$ cat config.mk
export PLATFORM = sky130hd
export DESIGN_NAME = memTagAccessStage
export DESIGN_NICKNAME = d
export VERILOG_FILES = /design/src/pipeCtrlPkg.sv /design/src/memOpPkg.sv /design/src/memTagAccessStage.sv /design/src/storeTagResolve.sv /design/src/loadTagResolve.sv /design/src/flushRangeCheck.sv
export VERILOG_INCLUDE_DIRS = /design/src
export SDC_FILE = /design/constraint.sdc
export NUM_CORES = 1
export LEC_CHECK = 0
export BUFFER_PORTS_ARGS = -buffer_cell sky130_fd_sc_hd__buf_4
export CAP_MARGIN = 20
export CELL_PAD_IN_SITES_DETAIL_PLACEMENT = 1
export CELL_PAD_IN_SITES_GLOBAL_PLACEMENT = 2
export CORE_UTILIZATION = 28
export DETAILED_ROUTE_END_ITERATION = 7
export PLACE_DENSITY_LB_ADDON = 0.12
export SYNTH_ARGS = -nofsm -noshare
export SYNTH_HDL_FRONTEND = slang
export SYNTH_SLANG_ARGS = --single-unit
$ cat constraint.sdc
create_clock -name clk -period 3.3 [get_ports clk]
set_input_delay 0 -clock clk [delete_from_list [all_inputs] [get_ports clk]]
set_output_delay 0 -clock clk [all_outputs]
set_load 0.02 [all_outputs]
$ cat src/memTagMacros.svh
/*
 * Width and depth macros for the memory tag-access stage
 * Address and data widths, cache line layout, MSHR and active-list sizes
 */
`ifndef MEM_TAG_MACROS_SVH
`define MEM_TAG_MACROS_SVH

// Address and store data
`define MT_ADDR_WIDTH 32
`define MT_DATA_WIDTH 32

// Data cache line layout
`define MT_LINE_OFFSET_BITS 4
`define MT_INDEX_SUBSET_BITS 3

// Miss handling
`define MT_MSHR_NUM 4

// Recovery
`define MT_ACTIVE_LIST_DEPTH 16

`endif
$ cat src/pipeCtrlPkg.sv
/*
 * Pipeline and recovery types
 * Active-list pointer and the execution state reported per op
 */
`include "memTagMacros.svh"

package pipeCtrlPkg;

    typedef logic [$clog2(`MT_ACTIVE_LIST_DEPTH)-1:0] activeListPtrT;

    // Result of an op leaving the tag-access stage
    typedef enum logic [2:0] {
        notFinished = 3'd0,
        success = 3'd1,
        refetchNext = 3'd2,
        faultLoadViolation = 3'd3,
        faultLoadMisaligned = 3'd4,
        faultStoreViolation = 3'd5,
        faultStoreMisaligned = 3'd6
    } execStateT;

endpackage

$ cat src/memOpPkg.sv
/*
 * Memory access types: address, store data, index subset, MSHR id,
 * access size and memory map region, plus the misalignment check
 */
`include "memTagMacros.svh"

package memOpPkg;

    typedef logic [`MT_ADDR_WIDTH-1:0] addrT;
    typedef logic [`MT_DATA_WIDTH-1:0] dataT;
    typedef logic [`MT_INDEX_SUBSET_BITS-1:0] indexSubsetT;
    typedef logic [$clog2(`MT_MSHR_NUM)-1:0] mshrIdT;

    typedef enum logic [1:0] {
        accessByte = 2'd0,
        accessHalf = 2'd1,
        accessWord = 2'd2
    } accessSizeT;

    typedef enum logic [1:0] {
        mapMemory = 2'd0,
        mapIo = 2'd1,
        mapIllegal = 2'd2
    } memMapT;

    // Half needs bit 0 clear, word needs both low bits clear
    function automatic logic isMisaligned(input addrT addr, input accessSizeT size);
        logic misaligned;
        case (size)
            accessHalf: misaligned = addr[0];
            accessWord: misaligned = addr[1] | addr[0];
            default: misaligned = 1'b0;
        endcase
        return misaligned;
    endfunction

endpackage

$ cat src/memTagAccessStage.sv
/*
 * Memory tag-access stage top level
 * Load and store pipeline registers, flush checks and both lane resolvers
 */
`timescale 1ns/1ps

module memTagAccessStage (
    input logic clk,
    input logic rstN,
    input logic stall,
    input logic clear,
    input logic toRecoveryPhase,
    input logic flushAll,
    input pipeCtrlPkg::activeListPtrT flushHead,
    input pipeCtrlPkg::activeListPtrT flushTail,
    input logic ldInValid,
    input logic ldInRegValid,
    input memOpPkg::addrT ldInAddr,
    input memOpPkg::memMapT ldInMapType,
    input memOpPkg::accessSizeT ldInSize,
    input pipeCtrlPkg::activeListPtrT ldInAlPtr,
    input logic ldInHasMshr,
    input memOpPkg::mshrIdT ldInMshrId,
    input logic ldForwarded,
    input logic ldForwardMiss,
    input logic ldMshrAllocated,
    input memOpPkg::mshrIdT ldAllocMshrId,
    input logic ldMshrAddrHit,
    input memOpPkg::mshrIdT ldAddrHitMshrId,
    input logic ldMshrReadHit,
    input logic ldDcReadHit,
    input logic stInValid,
    input logic stInRegValid,
    input memOpPkg::addrT stInAddr,
    input memOpPkg::memMapT stInMapType,
    input memOpPkg::accessSizeT stInSize,
    input pipeCtrlPkg::activeListPtrT stInAlPtr,
    input memOpPkg::dataT stInData,
    input logic stConflict,
    output logic executeLoad,
    output memOpPkg::addrT executedLoadAddr,
    output logic ldOutValid,
    output logic ldOutRegValid,
    output pipeCtrlPkg::execStateT ldOutExecState,
    output logic ldOutHasMshr,
    output memOpPkg::mshrIdT ldOutMshrId,
    output logic ldRecordEntry,
    output logic ldRecordAddrHit,
    output memOpPkg::indexSubsetT ldRecordAddrSubset,
    output logic executeStore,
    output memOpPkg::addrT executedStoreAddr,
    output memOpPkg::dataT executedStoreData,
    output logic stOutValid,
    output pipeCtrlPkg::execStateT stOutExecState,
    output logic orderViolation,
    output logic stRecordEntry,
    output memOpPkg::indexSubsetT stRecordAddrSubset
);
    import memOpPkg::*;
    import pipeCtrlPkg::*;

    // Load lane register
    logic ldValidReg;
    logic ldRegValidReg;
    addrT ldAddrReg;
    memMapT ldMapTypeReg;
    accessSizeT ldSizeReg;
    activeListPtrT ldAlPtrReg;
    logic ldHasMshrReg;
    mshrIdT ldMshrIdReg;

    // Store lane register
    logic stValidReg;
    logic stRegValidReg;
    addrT stAddrReg;
    memMapT stMapTypeReg;
    accessSizeT stSizeReg;
    activeListPtrT stAlPtrReg;
    dataT stDataReg;

    logic ldFlushed;
    logic stFlushed;

    // Valids hold under stall, clear still lets the next op in
    always_ff @(posedge clk or negedge rstN) begin
        if (!rstN) begin
            ldValidReg <= 1'b0;
            ldRegValidReg <= 1'b0;
            stValidReg <= 1'b0;
            stRegValidReg <= 1'b0;
        end else if (!stall) begin
            ldValidReg <= ldInValid;
            ldRegValidReg <= ldInRegValid;
            stValidReg <= stInValid;
            stRegValidReg <= stInRegValid;
        end
    end

    always_ff @(posedge clk) begin
        if (!stall) begin
            ldAddrReg <= ldInAddr;
            ldMapTypeReg <= ldInMapType;
            ldSizeReg <= ldInSize;
            ldAlPtrReg <= ldInAlPtr;
            ldHasMshrReg <= ldInHasMshr;
            ldMshrIdReg <= ldInMshrId;
            stAddrReg <= stInAddr;
            stMapTypeReg <= stInMapType;
            stSizeReg <= stInSize;
            stAlPtrReg <= stInAlPtr;
            stDataReg <= stInData;
        end
    end

    flushRangeCheck ldFlushCheck (
        .toRecoveryPhase(toRecoveryPhase),
        .flushAll(flushAll),
        .flushHead(flushHead),
        .flushTail(flushTail),
        .opPtr(ldAlPtrReg),
        .flushed(ldFlushed)
    );

    flushRangeCheck stFlushCheck (
        .toRecoveryPhase(toRecoveryPhase),
        .flushAll(flushAll),
        .flushHead(flushHead),
        .flushTail(flushTail),
        .opPtr(stAlPtrReg),
        .flushed(stFlushed)
    );

    assign executedLoadAddr = ldAddrReg;

    loadTagResolve loadLane (
        .regValidIn(ldRegValidReg),
        .valid(ldValidReg),
        .stall(stall),
        .clear(clear),
        .flushed(ldFlushed),
        .addr(ldAddrReg),
        .mapType(ldMapTypeReg),
        .size(ldSizeReg),
        .hasMshrIn(ldHasMshrReg),
        .mshrIdIn(ldMshrIdReg),
        .ldForwarded(ldForwarded),
        .ldForwardMiss(ldForwardMiss),
        .ldMshrAllocated(ldMshrAllocated),
        .ldAllocMshrId(ldAllocMshrId),
        .ldMshrAddrHit(ldMshrAddrHit),
        .ldAddrHitMshrId(ldAddrHitMshrId),
        .ldMshrReadHit(ldMshrReadHit),
        .ldDcReadHit(ldDcReadHit),
        .executeLoad(executeLoad),
        .outValid(ldOutValid),
        .outRegValid(ldOutRegValid),
        .execState(ldOutExecState),
        .hasMshr(ldOutHasMshr),
        .mshrId(ldOutMshrId),
        .recordEntry(ldRecordEntry),
        .recordAddrHit(ldRecordAddrHit),
        .recordSubset(ldRecordAddrSubset)
    );

    storeTagResolve storeLane (
        .regValidIn(stRegValidReg),
        .valid(stValidReg),
        .stall(stall),
        .clear(clear),
        .flushed(stFlushed),
        .addr(stAddrReg),
        .mapType(stMapTypeReg),
        .size(stSizeReg),
        .data(stDataReg),
        .conflict(stConflict),
        .executeStore(executeStore),
        .storeAddr(executedStoreAddr),
        .storeData(executedStoreData),
        .outValid(stOutValid),
        .execState(stOutExecState),
        .orderViolation(orderViolation),
        .recordEntry(stRecordEntry),
        .recordSubset(stRecordAddrSubset)
    );

endmodule

$ cat src/storeTagResolve.sv
/*
 * Store lane of the tag-access stage
 * Store-queue strobe, order violation, replay record, fault check
 */
`timescale 1ns/1ps
`include "memTagMacros.svh"

module storeTagResolve (
    input logic regValidIn,
    input logic valid,
    input logic stall,
    input logic clear,
    input logic flushed,
    input memOpPkg::addrT addr,
    input memOpPkg::memMapT mapType,
    input memOpPkg::accessSizeT size,
    input memOpPkg::dataT data,
    input logic conflict,
    output logic executeStore,
    output memOpPkg::addrT storeAddr,
    output memOpPkg::dataT storeData,
    output logic outValid,
    output pipeCtrlPkg::execStateT execState,
    output logic orderViolation,
    output logic recordEntry,
    output memOpPkg::indexSubsetT recordSubset
);
    import memOpPkg::*;
    import pipeCtrlPkg::*;

    logic update;
    logic finished;

    assign update = valid & ~stall & ~clear & ~flushed;
    assign finished = update & regValidIn;

    // A younger load already read stale data
    assign orderViolation = finished & conflict;

    always_comb begin
        if (!finished) begin
            execState = notFinished;
        end else if (mapType == mapIllegal) begin
            execState = faultStoreViolation;
        end else if (isMisaligned(addr, size)) begin
            execState = faultStoreMisaligned;
        end else if (conflict) begin
            execState = refetchNext;
        end else begin
            execState = success;
        end
    end

    assign executeStore = update;
    assign storeAddr = addr;
    assign storeData = data;
    assign outValid = update;

    // Store with invalid source operands is replayed
    assign recordEntry = update & ~regValidIn;
    assign recordSubset = addr[`MT_LINE_OFFSET_BITS +: `MT_INDEX_SUBSET_BITS];

endmodule

$ cat src/loadTagResolve.sv
/*
 * Load lane of the tag-access stage
 * Data-source resolution, MSHR id selection, replay record, fault check
 */
`timescale 1ns/1ps
`include "memTagMacros.svh"

module loadTagResolve (
    input logic regValidIn,
    input logic valid,
    input logic stall,
    input logic clear,
    input logic flushed,
    input memOpPkg::addrT addr,
    input memOpPkg::memMapT mapType,
    input memOpPkg::accessSizeT size,
    input logic hasMshrIn,
    input memOpPkg::mshrIdT mshrIdIn,
    input logic ldForwarded,
    input logic ldForwardMiss,
    input logic ldMshrAllocated,
    input memOpPkg::mshrIdT ldAllocMshrId,
    input logic ldMshrAddrHit,
    input memOpPkg::mshrIdT ldAddrHitMshrId,
    input logic ldMshrReadHit,
    input logic ldDcReadHit,
    output logic executeLoad,
    output logic outValid,
    output logic outRegValid,
    output pipeCtrlPkg::execStateT execState,
    output logic hasMshr,
    output memOpPkg::mshrIdT mshrId,
    output logic recordEntry,
    output logic recordAddrHit,
    output memOpPkg::indexSubsetT recordSubset
);
    import memOpPkg::*;
    import pipeCtrlPkg::*;

    logic update;
    logic resolvedRegValid;

    assign update = valid & ~stall & ~clear & ~flushed;

    // Ownership is kept once taken, or gained by a fresh allocation
    assign hasMshr = hasMshrIn | ldMshrAllocated;

    always_comb begin
        if (hasMshrIn) begin
            mshrId = mshrIdIn;
        end else if (ldMshrAllocated) begin
            mshrId = ldAllocMshrId;
        end else if (ldMshrAddrHit) begin
            mshrId = ldAddrHitMshrId;
        end else begin
            mshrId = mshrIdIn;
        end
    end

    // Data source priority: forwarding, owned MSHR, MSHR hit, cache hit
    always_comb begin
        if (ldForwarded) begin
            resolvedRegValid = regValidIn & ~ldForwardMiss;
        end else if (hasMshr) begin
            resolvedRegValid = regValidIn & ldMshrReadHit;
        end else if (ldMshrReadHit) begin
            resolvedRegValid = regValidIn;
        end else begin
            resolvedRegValid = regValidIn & ldDcReadHit;
        end
    end

    always_comb begin
        if (!(update && resolvedRegValid)) begin
            execState = notFinished;
        end else if (mapType == mapIllegal) begin
            execState = faultLoadViolation;
        end else if (isMisaligned(addr, size)) begin
            execState = faultLoadMisaligned;
        end else begin
            execState = success;
        end
    end

    assign executeLoad = update;
    assign outValid = update;
    assign outRegValid = resolvedRegValid;

    // Loads without data go to the replay queue
    assign recordEntry = update & ~resolvedRegValid;
    assign recordAddrHit = ldMshrAddrHit;
    assign recordSubset = addr[`MT_LINE_OFFSET_BITS +: `MT_INDEX_SUBSET_BITS];

endmodule

$ cat src/flushRangeCheck.sv
/*
 * Selective flush detector
 * Tests an active-list pointer against the circular flush range
 */
`timescale 1ns/1ps

module flushRangeCheck (
    input logic toRecoveryPhase,
    input logic flushAll,
    input pipeCtrlPkg::activeListPtrT flushHead,
    input pipeCtrlPkg::activeListPtrT flushTail,
    input pipeCtrlPkg::activeListPtrT opPtr,
    output logic flushed
);
    import pipeCtrlPkg::*;

    // Distances from the range head, wrapping with the list depth
    activeListPtrT opOffset;
    activeListPtrT rangeSize;
    logic inRange;

    assign opOffset = opPtr - flushHead;
    assign rangeSize = flushTail - flushHead;

    // Head equal to tail gives a zero size, so nothing matches
    assign inRange = opOffset < rangeSize;

    assign flushed = flushAll | (toRecoveryPhase & inRange);

endmodule

==> impl_metrics.ini <==
[worst_setup_path]
rrSetupSlack_ps = 1910
r2r-end = stRegValidReg$_DFFE_PN0N_
critPathMaxFanout = 6
startpoint_type = register
ff2ff_path_depth = 2
rr_startpoint = stRegValidReg$_DFFE_PN0N_
setup.worst_path.start = stAlPtrReg[0]$_DFFE_PN_
crit_required_ps = 3300
cp.arrival_ps = 3070
endpoint_kind = output port
path_class = reg2out
crit_end = orderViolation

[grt]
grt_overflow = 0
antenna_found_initial = 0
grt_pass1_wl_um = 25010
grt_pass1_vias = 4272
track_usage_pct = 21.67
grt_max_degree = 65

[floorplan]
pin_count = 264
start_util_pct = 29.07
dieArea_mm2 = 0.01653
die_y_um = 128.6
coreArea_mm2 = 0.01543
die_w_um = 128.6
rows = 45

[yosys]
syn_inst = 239
postSynthNetCount = 401
synth_area_leaders = edfxtp_1 77%, ha_1 4.2%, dfrtp_1 2.2%
netlist_area_mm2 = 0.004484
synth.top_cell.area_share_pct = 77.01
seq_area_frac_synth_pct = 79.24
synth_ff_type = edfxtp_1
synth_edf_count = 115
ys_seq_elements = 119
syn_area_per_cell_um2 = 18.76
synth_top_area_cell = edfxtp_1
ys.warnings.count = 0
synth_cell_types = 41
synthArstFlopShare_pct = 3.361

[cells_and_area]
antenna_cells = 0
final_cell_mix = 263 x buf_4, 125 x dlygate4sd3_1, 115 x edfxtp_1, 20 x inv_1, 17 x clkbuf_16
nNetsFinal = 800
fillers = 1532
area_growth_syn_to_layout_pct = 90.01
layout_commonest_cell = buf_4
fin_util_pct = 55.23
drive_gt1_share_pct = 47.93
post_layout_nonfiller_instances = 862

[route]
drc = 0
avgViaCountPerCell = 4.276
drt_iter0_drc = 136
wl_per_cell_um = 20.24
drt_first_pass_iters = 4
routed_wl_um = 17450
vias = 3686
drtAntennaViolNets = 0

[sta]
rsz0062_at_grt = false
min_period_ps = 3071
fin_skew_ps = 0
worst_slack_ps = 229.3
tightest_slew_ps = 867.4
setup_tns_ps = 0
finalMaxSlewViolations = 0
max_freq_ghz = 0.3257
setup_viol = 0
maxSlewHeadroom_pct = 42.18
final.period_utilization_pct = 93.05
hold_viol_final = 0

[power_and_ir_drop]
p_leak_nw = 3.683
seq_power_share_pct = 40.6
internal_power_mw = 3.339
finalPower_mw = 4.552
comb_power_share_pct = 17.6
switching_power_mw = 1.213
netSwitchingFraction_pct = 26.64
pwr-share-clk_pct = 41.8
vdd.ir_drop.worst_uv = 410.7
powerDensity_mw_per_mm2 = 534.2

[placement]
gp_congestion = 0.7463
place_ws_ps = 696.7
dpl.hpwl_um = 10870
post-place-cells = 705
portBuffers = 263

[clocking]
htreeDepth = 4
cts_tree = done
cts_sinks = 119
clk_pin_slew_ps = 60
clkLatencyLatePin_ps = 410
clockBufferDepth = 2
postCtsResizedCells = 0
cts_root_buffer = clkbuf_16
cts_buffers = 17

[min_path]
hold_path.class = in2out

[run_status]
outcome = complete, no violations

[run]
cap_viol_max_count = 0
-- synthesized netlist by cell type, types with 2 or more instances --
| cell | count |
|---|---|
| dfrtp_1 | 4 |
| nor3_1 | 2 |
| nor3b_2 | 2 |
| o21ai_0 | 5 |
| inv_1 | 21 |
| buf_4 | 9 |
| xor2_1 | 4 |
| o311a_1 | 2 |
| nor3_2 | 3 |
| a31oi_1 | 2 |
| mux2_2 | 5 |
| nand2_1 | 6 |
| fa_1 | 3 |
| xnor2_1 | 3 |
| a21o_1 | 2 |
| ha_1 | 15 |
| edfxtp_1 | 115 |
| nand2b_1 | 2 |
| nor2_1 | 8 |
| a21oi_1 | 5 |
-- worst min-delay path by stage --
stage                  startpoint                        end  slack, ps  cells past startpoint
floorplan                    rstN  ldRegValidReg$_DFFE_PN0N_       -300                      0
detailed placement           rstN  stRegValidReg$_DFFE_PN0N_       -200                      1
CTS                 ldMshrAddrHit            ldRecordAddrHit        240                      2
global route        ldMshrAddrHit            ldRecordAddrHit        260                      2
finish              ldMshrAddrHit            ldRecordAddrHit        240                      2
global placement             rstN     stValidReg$_DFFE_PN0N_       -200                      1
-- worst max-delay path, cell delays in order, from the launching register on --
cell and delay [ps]:
edfxtp_1 330, inv_1 40, ha_1 190, fa_1 500, inv_1 40, ha_1 260
a21oi_1 60, maj3_2 320, o31ai_1 410, a21oi_4 110, nor3b_2 220, buf_4 170
-- state kept, by name, indices dropped and copies added (netlist names), 4 cells and up --
signal            flops
stAddrReg            32
stAlPtrReg            4
stDataReg            32
ldAlPtrReg            4
executedLoadAddr     32
-- area by class of cell --
type | count | area (µm²) | area share, %
multi-input cells | 89 | 780.7 | 9.163
repair buffers | 389 | 3246 | 38.09
well taps | 211 | 264.0 | 3.098
inverters | 22 | 85.08 | 0.9985
clock inverters | 14 | 162.7 | 1.909
flip-flops and latches | 119 | 3553 | 41.70
clock buffers | 18 | 429.2 | 5.037
-- power groups by stage --
stage                     combinational, mW  sequential [mW]  clock, mW
after floorplan                       0.184             1.99          0
after global placement                0.656             1.86          0
after detailed placement              0.662             1.87          0
after CTS                             0.793             1.84       1.91
after global routing                  0.855             1.86       1.99
final                                 0.803             1.85       1.90
-- logic make-up after synthesis --
logic type	synth area share (%)
multiplexers	1.507
adder cells (fa/ha/maj)	5.776
XOR/XNOR	1.869
flip-flops	79.24
buffers and inverters	3.348
AO/OA/AOI/OAI	4.269
AND/OR/NAND/NOR	3.990
-- through the flow --
step | hold slack, ps | area [µm²]
detailed placement | -201.0 | 6678
floorplan | -295.6 | 4484
global route | 259.3 | 8521
CTS | 241.3 | 8521
global placement | -200.2 | 6678
finish | 237.9 | 8521
-- metal layers --
layer | global-route usage (%) | wire length, µm | vias to the layer above
li1 | - | - | 1695
met1 | 21.31 | 6024 | 1798
met2 | 38.86 | 9346 | 164
met3 | 10.02 | 1515 | 29
met4 | 9.689 | 560 | 0
met5 | 0 | 0 | -
-- what timing repair did --
| item | 4_1_cts | 5_1_grt |
|---|---|---|
| hold buffers | 125 | 0 |
| endpoints found under the hold margin | 123 | 0 |
| setup buffers | 0 | 0 |
No activity file was read; power rests on OpenSTA's default activity.
